## src/hw/riscv_macros.svh

```systemverilog
`ifndef RISCV_MACROS_SVH
`define RISCV_MACROS_SVH

// data and address word width
`define XLEN 32

// architectural integer registers
`define NUM_REGS 32

// register index width
`define REG_ADDR_W 5

// byte increment of a sequential pc
`define PC_STEP 4

`endif
```

## src/hw/core_pkg.sv

```systemverilog
package core_pkg;

  // operation selected for the ALU
  typedef enum logic [3:0] {
    ALU_ADD    = 4'd0,
    ALU_SUB    = 4'd1,
    ALU_SLL    = 4'd2,
    ALU_SLT    = 4'd3,
    ALU_SLTU   = 4'd4,
    ALU_XOR    = 4'd5,
    ALU_SRL    = 4'd6,
    ALU_SRA    = 4'd7,
    ALU_OR     = 4'd8,
    ALU_AND    = 4'd9,
    ALU_PASS_B = 4'd10
  } alu_op_e;

  // condition tested by the pc unit, BR_NONE for non-branches
  typedef enum logic [2:0] {
    BR_NONE = 3'd0,
    BR_EQ   = 3'd1,
    BR_NE   = 3'd2,
    BR_LT   = 3'd3,
    BR_GE   = 3'd4,
    BR_LTU  = 3'd5,
    BR_GEU  = 3'd6
  } branch_cond_e;

endpackage

```

## src/hw/rv_isa_pkg.sv

```systemverilog
`include "riscv_macros.svh"

package rv_isa_pkg;

  // data, address and pc values
  typedef logic [`XLEN-1:0] word_t;

  // register index into the integer file
  typedef logic [`REG_ADDR_W-1:0] reg_addr_t;

  // major opcode, insn[6:0]
  typedef logic [6:0] opcode_t;

  // minor opcode, insn[14:12]
  typedef logic [2:0] funct3_t;

  // only the opcodes this core executes
  localparam opcode_t OP_REG_IMM = 7'b0010011;
  localparam opcode_t OP_REG_REG = 7'b0110011;
  localparam opcode_t OP_LUI     = 7'b0110111;
  localparam opcode_t OP_BRANCH  = 7'b1100011;
  localparam opcode_t OP_STORE   = 7'b0100011;
  localparam opcode_t OP_SYSTEM  = 7'b1110011;

endpackage

```

## src/hw/decode_if.sv

```systemverilog
`timescale 1ns/1ps

interface decode_if
  import rv_isa_pkg::*, core_pkg::*;
();

  reg_addr_t    rd;
  reg_addr_t    rs1;
  reg_addr_t    rs2;
  word_t        imm;
  alu_op_e      alu_op;
  logic         use_imm;
  logic         reg_write;
  logic         is_store;
  branch_cond_e branch_cond;
  logic         is_halt;

  modport producer (
    output rd, rs1, rs2, imm, alu_op, use_imm, reg_write, is_store, branch_cond, is_halt
  );

  modport alu_side (input alu_op, use_imm, imm, is_store);

  modport pc_side (input branch_cond, imm, is_halt);

  modport rf_side (input rd, rs1, rs2, reg_write);

endinterface

```

## src/hw/riscv_core.sv

```systemverilog
`timescale 1ns/1ps

module riscv_core
  import rv_isa_pkg::*;
(
  input  logic  clk,
  input  logic  rst,
  input  word_t insn,
  output word_t pc,
  output word_t store_addr,
  output word_t store_data,
  output logic  store_en,
  output logic  halt
);

  word_t rs1_data;
  word_t rs2_data;
  word_t alu_result;

  decode_if dec ();

  insn_decoder u_decoder (
    .insn (insn),
    .dec  (dec)
  );

  // halt blocks the write of the ecall cycle and beyond
  reg_file u_reg_file (
    .clk         (clk),
    .rst         (rst),
    .dec         (dec),
    .rd_data     (alu_result),
    .write_block (halt),
    .rs1_data    (rs1_data),
    .rs2_data    (rs2_data)
  );

  alu u_alu (
    .dec      (dec),
    .rs1_data (rs1_data),
    .rs2_data (rs2_data),
    .result   (alu_result)
  );

  pc_unit u_pc_unit (
    .clk      (clk),
    .rst      (rst),
    .dec      (dec),
    .rs1_data (rs1_data),
    .rs2_data (rs2_data),
    .pc       (pc),
    .halt     (halt)
  );

  // store address comes from the alu adder
  assign store_addr = alu_result;
  assign store_data = rs2_data;
  assign store_en   = dec.is_store && !rst && !halt;

endmodule

```

## src/hw/pc_unit.sv

```systemverilog
`timescale 1ns/1ps

`include "riscv_macros.svh"

module pc_unit
  import rv_isa_pkg::*;
  import core_pkg::*;
(
  input  logic      clk,
  input  logic      rst,
  decode_if.pc_side dec,
  input  word_t     rs1_data,
  input  word_t     rs2_data,
  output word_t     pc,
  output logic      halt
);

  logic  taken;
  word_t next_pc;

  always_comb begin
    case (dec.branch_cond)
      BR_EQ:   taken = (rs1_data == rs2_data);
      BR_NE:   taken = (rs1_data != rs2_data);
      BR_LT:   taken = ($signed(rs1_data) < $signed(rs2_data));
      BR_GE:   taken = ($signed(rs1_data) >= $signed(rs2_data));
      BR_LTU:  taken = (rs1_data < rs2_data);
      BR_GEU:  taken = (rs1_data >= rs2_data);
      default: taken = 1'b0;
    endcase
  end

  // b immediate already carries the zero lsb
  assign next_pc = taken ? pc + dec.imm : pc + word_t'(`PC_STEP);

  assign halt = dec.is_halt && !rst;

  always_ff @(posedge clk) begin
    if (rst) begin
      pc <= '0;
    end else if (!halt) begin
      pc <= next_pc;
    end
  end

  pc_aligned: assert property (@(posedge clk) disable iff (rst) pc[1:0] == 2'b00);

endmodule

```

## src/hw/alu.sv

```systemverilog
`timescale 1ns/1ps

`include "riscv_macros.svh"

module alu
  import rv_isa_pkg::*;
  import core_pkg::*;
(
  decode_if.alu_side dec,
  input  word_t      rs1_data,
  input  word_t      rs2_data,
  output word_t      result
);

  word_t      op_b;
  logic [4:0] shamt;

  assign op_b  = dec.use_imm ? dec.imm : rs2_data;
  assign shamt = op_b[4:0];

  always_comb begin
    case (dec.alu_op)
      ALU_ADD:    result = rs1_data + op_b;
      ALU_SUB:    result = rs1_data - op_b;
      ALU_SLL:    result = rs1_data << shamt;
      ALU_SLT:    result = {{(`XLEN-1){1'b0}}, $signed(rs1_data) < $signed(op_b)};
      ALU_SLTU:   result = {{(`XLEN-1){1'b0}}, rs1_data < op_b};
      ALU_XOR:    result = rs1_data ^ op_b;
      ALU_SRL:    result = rs1_data >> shamt;
      // sign fills from the left
      ALU_SRA:    result = word_t'($signed(rs1_data) >>> shamt);
      ALU_OR:     result = rs1_data | op_b;
      ALU_AND:    result = rs1_data & op_b;
      // lui, upper immediate straight through
      ALU_PASS_B: result = op_b;
      default:    result = '0;
    endcase
  end

endmodule

```

## src/hw/reg_file.sv

```systemverilog
`timescale 1ns/1ps

`include "riscv_macros.svh"

module reg_file
  import rv_isa_pkg::*;
(
  input  logic          clk,
  input  logic          rst,
  decode_if.rf_side     dec,
  input  word_t         rd_data,
  input  logic          write_block,
  output word_t         rs1_data,
  output word_t         rs2_data
);

  word_t regs [`NUM_REGS];

  // two asynchronous read ports
  assign rs1_data = regs[dec.rs1];
  assign rs2_data = regs[dec.rs2];

  always_ff @(posedge clk) begin
    if (rst) begin
      for (int i = 0; i < `NUM_REGS; i++) begin
        regs[i] <= '0;
      end
    end else if (dec.reg_write && !write_block && dec.rd != '0) begin
      // x0 keeps its reset value
      regs[dec.rd] <= rd_data;
    end
  end

  // x0 reads zero once reset has been applied
  x0_reads_zero: assert property (
    @(posedge clk) disable iff (rst) (dec.rs1 == '0) |-> (rs1_data == '0)
  );

endmodule

```

## src/hw/insn_decoder.sv

```systemverilog
`timescale 1ns/1ps

`include "riscv_macros.svh"

module insn_decoder
  import rv_isa_pkg::*;
  import core_pkg::*;
(
  input  word_t      insn,
  decode_if.producer dec
);

  localparam logic [6:0] F7_BASE = 7'b0000000;
  localparam logic [6:0] F7_ALT  = 7'b0100000;

  opcode_t    opcode;
  funct3_t    funct3;
  logic [6:0] funct7;
  logic       f7_base;
  logic       f7_alt;
  word_t      imm_i;
  word_t      imm_s;
  word_t      imm_b;
  word_t      imm_u;

  assign opcode  = insn[6:0];
  assign funct3  = insn[14:12];
  assign funct7  = insn[31:25];
  assign f7_base = (funct7 == F7_BASE);
  assign f7_alt  = (funct7 == F7_ALT);

  // register fields sit at fixed positions in every format
  assign dec.rd  = insn[11:7];
  assign dec.rs1 = insn[19:15];
  assign dec.rs2 = insn[24:20];

  // sign always comes from insn[31]
  assign imm_i = {{(`XLEN-12){insn[31]}}, insn[31:20]};
  assign imm_s = {{(`XLEN-12){insn[31]}}, insn[31:25], insn[11:7]};
  assign imm_b = {{(`XLEN-13){insn[31]}}, insn[31], insn[7], insn[30:25], insn[11:8], 1'b0};
  assign imm_u = {insn[31:12], 12'b0};

  always_comb begin
    dec.imm         = imm_i;
    dec.alu_op      = ALU_ADD;
    dec.use_imm     = 1'b0;
    dec.reg_write   = 1'b0;
    dec.is_store    = 1'b0;
    dec.branch_cond = BR_NONE;
    dec.is_halt     = 1'b0;
    case (opcode)
      OP_REG_IMM: begin
        dec.use_imm   = 1'b1;
        dec.reg_write = 1'b1;
        case (funct3)
          3'b000: dec.alu_op = ALU_ADD;
          3'b010: dec.alu_op = ALU_SLT;
          3'b011: dec.alu_op = ALU_SLTU;
          3'b100: dec.alu_op = ALU_XOR;
          3'b110: dec.alu_op = ALU_OR;
          3'b111: dec.alu_op = ALU_AND;
          3'b001: begin
            dec.alu_op    = ALU_SLL;
            dec.reg_write = f7_base;
          end
          default: begin
            // srli / srai share funct3, funct7 picks the kind
            if (f7_alt) begin
              dec.alu_op = ALU_SRA;
            end else begin
              dec.alu_op = ALU_SRL;
            end
            dec.reg_write = f7_base || f7_alt;
          end
        endcase
      end
      OP_REG_REG: begin
        dec.reg_write = f7_base;
        case (funct3)
          3'b000: begin
            if (f7_alt) begin
              dec.alu_op = ALU_SUB;
            end else begin
              dec.alu_op = ALU_ADD;
            end
            dec.reg_write = f7_base || f7_alt;
          end
          3'b001: dec.alu_op = ALU_SLL;
          3'b010: dec.alu_op = ALU_SLT;
          3'b011: dec.alu_op = ALU_SLTU;
          3'b100: dec.alu_op = ALU_XOR;
          3'b101: begin
            if (f7_alt) begin
              dec.alu_op = ALU_SRA;
            end else begin
              dec.alu_op = ALU_SRL;
            end
            dec.reg_write = f7_base || f7_alt;
          end
          3'b110: dec.alu_op = ALU_OR;
          default: dec.alu_op = ALU_AND;
        endcase
      end
      OP_LUI: begin
        dec.imm       = imm_u;
        dec.use_imm   = 1'b1;
        dec.alu_op    = ALU_PASS_B;
        dec.reg_write = 1'b1;
      end
      OP_BRANCH: begin
        dec.imm = imm_b;
        case (funct3)
          3'b000: dec.branch_cond = BR_EQ;
          3'b001: dec.branch_cond = BR_NE;
          3'b100: dec.branch_cond = BR_LT;
          3'b101: dec.branch_cond = BR_GE;
          3'b110: dec.branch_cond = BR_LTU;
          3'b111: dec.branch_cond = BR_GEU;
          default: dec.branch_cond = BR_NONE;
        endcase
      end
      OP_STORE: begin
        // word stores only
        dec.imm      = imm_s;
        dec.use_imm  = 1'b1;
        dec.is_store = (funct3 == 3'b010);
      end
      OP_SYSTEM: begin
        // ecall, every field above the opcode zero
        dec.is_halt = (insn[31:7] == '0);
      end
      default: begin
      end
    endcase
  end

endmodule

```

## config.mk

```make
export PLATFORM = sky130hd
export DESIGN_NAME = riscv_core
export DESIGN_NICKNAME = d
export VERILOG_FILES = /design/src/hw/core_pkg.sv /design/src/hw/rv_isa_pkg.sv /design/src/hw/decode_if.sv /design/src/hw/riscv_core.sv /design/src/hw/pc_unit.sv /design/src/hw/alu.sv /design/src/hw/reg_file.sv /design/src/hw/insn_decoder.sv
export VERILOG_INCLUDE_DIRS = /design/src /design/src/hw
export SDC_FILE = /design/constraint.sdc
export NUM_CORES = 2
export LEC_CHECK = 0
export ABC_AREA = 1
export BUFFER_PORTS_ARGS = -buffer_cell sky130_fd_sc_hd__buf_2
export CAP_MARGIN = 20
export CELL_PAD_IN_SITES_DETAIL_PLACEMENT = 0
export CELL_PAD_IN_SITES_GLOBAL_PLACEMENT = 1
export CORE_UTILIZATION = 40
export DETAILED_ROUTE_END_ITERATION = 8
export PLACE_DENSITY_LB_ADDON = 0.1
export SLEW_MARGIN = 15
export SYNTH_ARGS = -nofsm -noshare
export SYNTH_HDL_FRONTEND = slang
export SYNTH_SLANG_ARGS = --single-unit
```

## constraint.sdc

```tcl
create_clock -name clk -period 5.4 [get_ports clk]
set_input_delay 0.54 -clock clk [delete_from_list [all_inputs] [get_ports clk]]
set_output_delay 0.54 -clock clk [all_outputs]
set_load 0.02 [all_outputs]
```

==> results.md <==
* Outcome: finished with violations
* Failing checks: setup timing
* Setup violators final at 12
* GRT Resource Usage Total at 40.0%
* Share of power burned in registers at 31.5%
* Yosys warning count at 0
* Average routed wire per standard cell at 28.5 um
* Post-DP Area at 85600 sq um
* Fraction of layout instances using a drive strength above 1 at 22.8%
* Critical path capture point type: output port
* Cell area after layout at 94000 sq um
* Distinct cells, synth at 70
* Vias in the first global route at 72300
* GP Congestion at 1.00
* Crit path arrival time at 5.13 ns
* # nets final at 10900
* Sw frac at 38.2%
* Die Wd at 427 um
* Number of flops mapped to enable cells by yosys at 1024
* Die area at 182000 sq um
* Seq/Total Area, Yosys at 43.5%
* Mux cell area share after synthesis at 0%
* Post-route ant nets at 0
* Mapped cell area at 72100 sq um
* Max Slew Vio Count at 0
* Fin worst setup slack at -0.273 ns
* TNS Setup at -1.80 ns
* Slowest library cell on the worst path: ha_4
* Crit path time final at 5.67 ns
* Initial core utilization at 40.3%
* RSZ-0062 raised after global routing: true
* DRC viols at 0
* Area delta synth->final at 30.4%
* Largest net degree at the start of global routing at 65
* Measured slew at the worst slew-check pin at 1.07 ns
* Hold Crit Start: insn[31]
* Post-route clock skew at 0.0703 ns
* Cts bufs inserted at 132
* Worst r2r dst: u_reg_file.regs[13][22]$_SDFFCE_PN0P_
* CTS Buffer Depth at 3
* CTS tree: yes
* PwrDens at 317 nW/um^2
* PortBufs at 131
* Post-Synth Simple-Gate Area at 26.8%
* Final Cycle Share at 105%
* Crit path top cell by count: buf_16
* First-pass GRT wire length at 524 mm
* Slack of the worst reg-to-reg path at 0.49 ns
* Pre-CTS WS at -0.924 ns
* GRT overflow at 0
* Comb pwr share at 38.9%
* Peak VDD IR at 0.298 mV
* Crit path kind: primary input to output port
* Mean Syn Cell Area at 7.46 sq um
* Worst r2r src: u_reg_file.regs[29][11]$_SDFFCE_PN0P_
* # hold bufs at CTS at 0
* Complex-gate fraction of the synthesized area at 16.5%
* Top delay family on crit path: simple AND/OR/NAND/NOR gates
* Detailed-route via count at 78000
* Number of cells on the critical path at 31
* Starting DRT DRC Count at 10500
* Vias per cell at 5.91
* Buf/Inv on CP at 13
* # fillers at 17200
* Synth Area in XOR/XNOR at 0.838%
* Hold EP: u_pc_unit.pc[31]$_SDFFE_PP0N_
* Hold_ws at 0.417 ns
* Worst skew pair latency at 0.82 ns
* CP required at 4.86 ns
* # rows at 155
* Initial antenna violation count at 14
* Psw at 11.4 mW
* Core ar. at 179000 sq um
* Internal power at 18.4 mW
* Hpwl dp at 273 mm
* Drt first pass iters at 6
* CP max FO at 24
* I/O pins at 132
* Clk root buf: clkbuf_16
* Die H at 427 um
* Hold Fails Final Rpt at 0
* Max incr delay on CP at 0.29 ns
* Largest family of logic cells by synthesized area: simple AND/OR/NAND/NOR gates
* Cell count after synthesis at 9660
* Area share of fa/ha/maj cells after synthesis at 3.02%
* FF-to-FF path depth at 30
* Clock transition at path regs at 0.06 ns
* Max frequency at 176 MHz
* Cells after DPL at 12900
* Number of H-tree levels at 4
* Clock Power Share at 29.6%
* Max_cap viols at 0
* Slew Limit Headroom at 28.8%
* Post-Layout Cell Count at 13200
* Ys flop type: edfxtp_1
* Critical path launch point type: primary input
* FF+latch count, synth at 1056
* WHS Path Cells at 6
* DRT Wirelength at 377 mm
* Post-synth ARST share at 0%
* Clk sinks at 1056
* Lkg Pwr at 41.3 nW
* Min-delay worst type: primary input to flip-flop
-- worst register-to-register path, delay by kind of cell, from the launching register on --
family,cells,cell delay [ns]
AO/OA/AOI/OAI,4,0.76
adder cells (fa/ha/maj),1,0.23
buffers and inverters,10,1.30
flip-flops,1,0.42
AND/OR/NAND/NOR,15,1.96
-- how the worst max path moves through the flow --
stage | end | startpoint | slack (ns)
after floorplan | store_addr[28] | insn[20] | 0.005
after global placement | store_addr[24] | insn[20] | -0.96
after detailed placement | store_addr[24] | insn[20] | -0.92
after CTS | store_addr[25] | u_reg_file.regs[27][16]$_SDFFCE_PN0P_ | -0.17
after global routing | store_addr[23] | u_reg_file.regs[26][19]$_SDFFCE_PN0P_ | -0.31
final | store_addr[31] | insn[20] | -0.27
-- stage by stage --
step | total power [mW] | utilization (%)
floorplan | 13.9 | -
global placement | 19.5 | 47.8
detailed placement | 19.5 | 47.9
CTS | 29.0 | 51.5
global route | 30.6 | 52.5
finish | 29.8 | 52.5
-- cell families after synthesis --
logic type	count (synthesis)
AND/OR/NAND/NOR	4591
AO/OA/AOI/OAI	2201
buffers and inverters	1570
flip-flops	1056
adder cells (fa/ha/maj)	172
XOR/XNOR	69
other	1
-- Yosys cell counts (all sizes together), types with 61 or more instances --
library cell,count,area [sq um]
a21oi,1043,5240
buf,446,2440
clkbuf,304,1140
edfxtp,1024,30700
ha,169,2110
inv,798,3010
nand2,2284,8620
nand3,1033,5220
nand4,120,751
nor2,1056,4130
o211ai,120,901
o21ai,799,4030
o221ai,61,534
o22ai,111,694
-- state kept, by name (all words and copies together), names as in the netlist --
register         cells
u_pc_unit.pc        32
u_reg_file.regs   1024
-- cell usage in the layout (no fill, tap or decap), drive strengths merged, types with 14 or more instances in the layout --
cell	instances
nand4	120
nor4	15
ha	169
buf	1648
o211ai	120
o22ai	111
clkinv	86
o21ai	799
nor2	1056
nand2	2284
conb	32
a21oi	1043
edfxtp	1024
clkbuf	167
or2	20
nand3	1033
dfxtp	32
nor3	50
xor2	55
inv	805
o221ai	61
xnor2	14
-- repair_timing --
action / CTS / global route
pin swaps: 161 / 212
buffers inserted: 55 / 40
gates resized for setup: 493 / 391
cloned: 5 / 8
endpoints found under the setup margin: 84 / 30
-- routing by layer --
metal	track usage (%)	up-vias	routed length, um
met1	52.2	37700	148000
met5	0	-	80
li1	-	35000	-
met4	20.0	12	21300
met3	10.9	760	44200
met2	60.8	4598	163000
-- cell type report --
cell class / instances / area [sq um] / area share [%]
timing repair inverter: 4 / 42.5 / 0.0453
inverter: 820 / 3230 / 3.43
sequential: 1056 / 31400 / 33.4
clock inverter: 79 / 800 / 0.851
multi-input combinational: 7065 / 36800 / 39.2
timing repair buffer: 1659 / 15300 / 16.3
clock buffer: 158 / 3400 / 3.62
tap: 2355 / 2950 / 3.14
antenna: 8 / 20.0 / 0.0213
-- power by group through the flow --
| stage | combinational (mW) | clock [mW] | sequential (mW) |
|---|---|---|---|
| 5_1_grt | 12.1 | 9.15 | 9.41 |
| 4_1_cts | 10.8 | 8.85 | 9.37 |
| 3_5_place_dp | 9.98 | 0 | 9.54 |
| 2_1_floorplan | 4.42 | 0 | 9.50 |
| 3_3_place_gp | 9.99 | 0 | 9.54 |
| 6_report | 11.6 | 8.81 | 9.38 |
No activity file was read; power rests on OpenSTA's default activity.
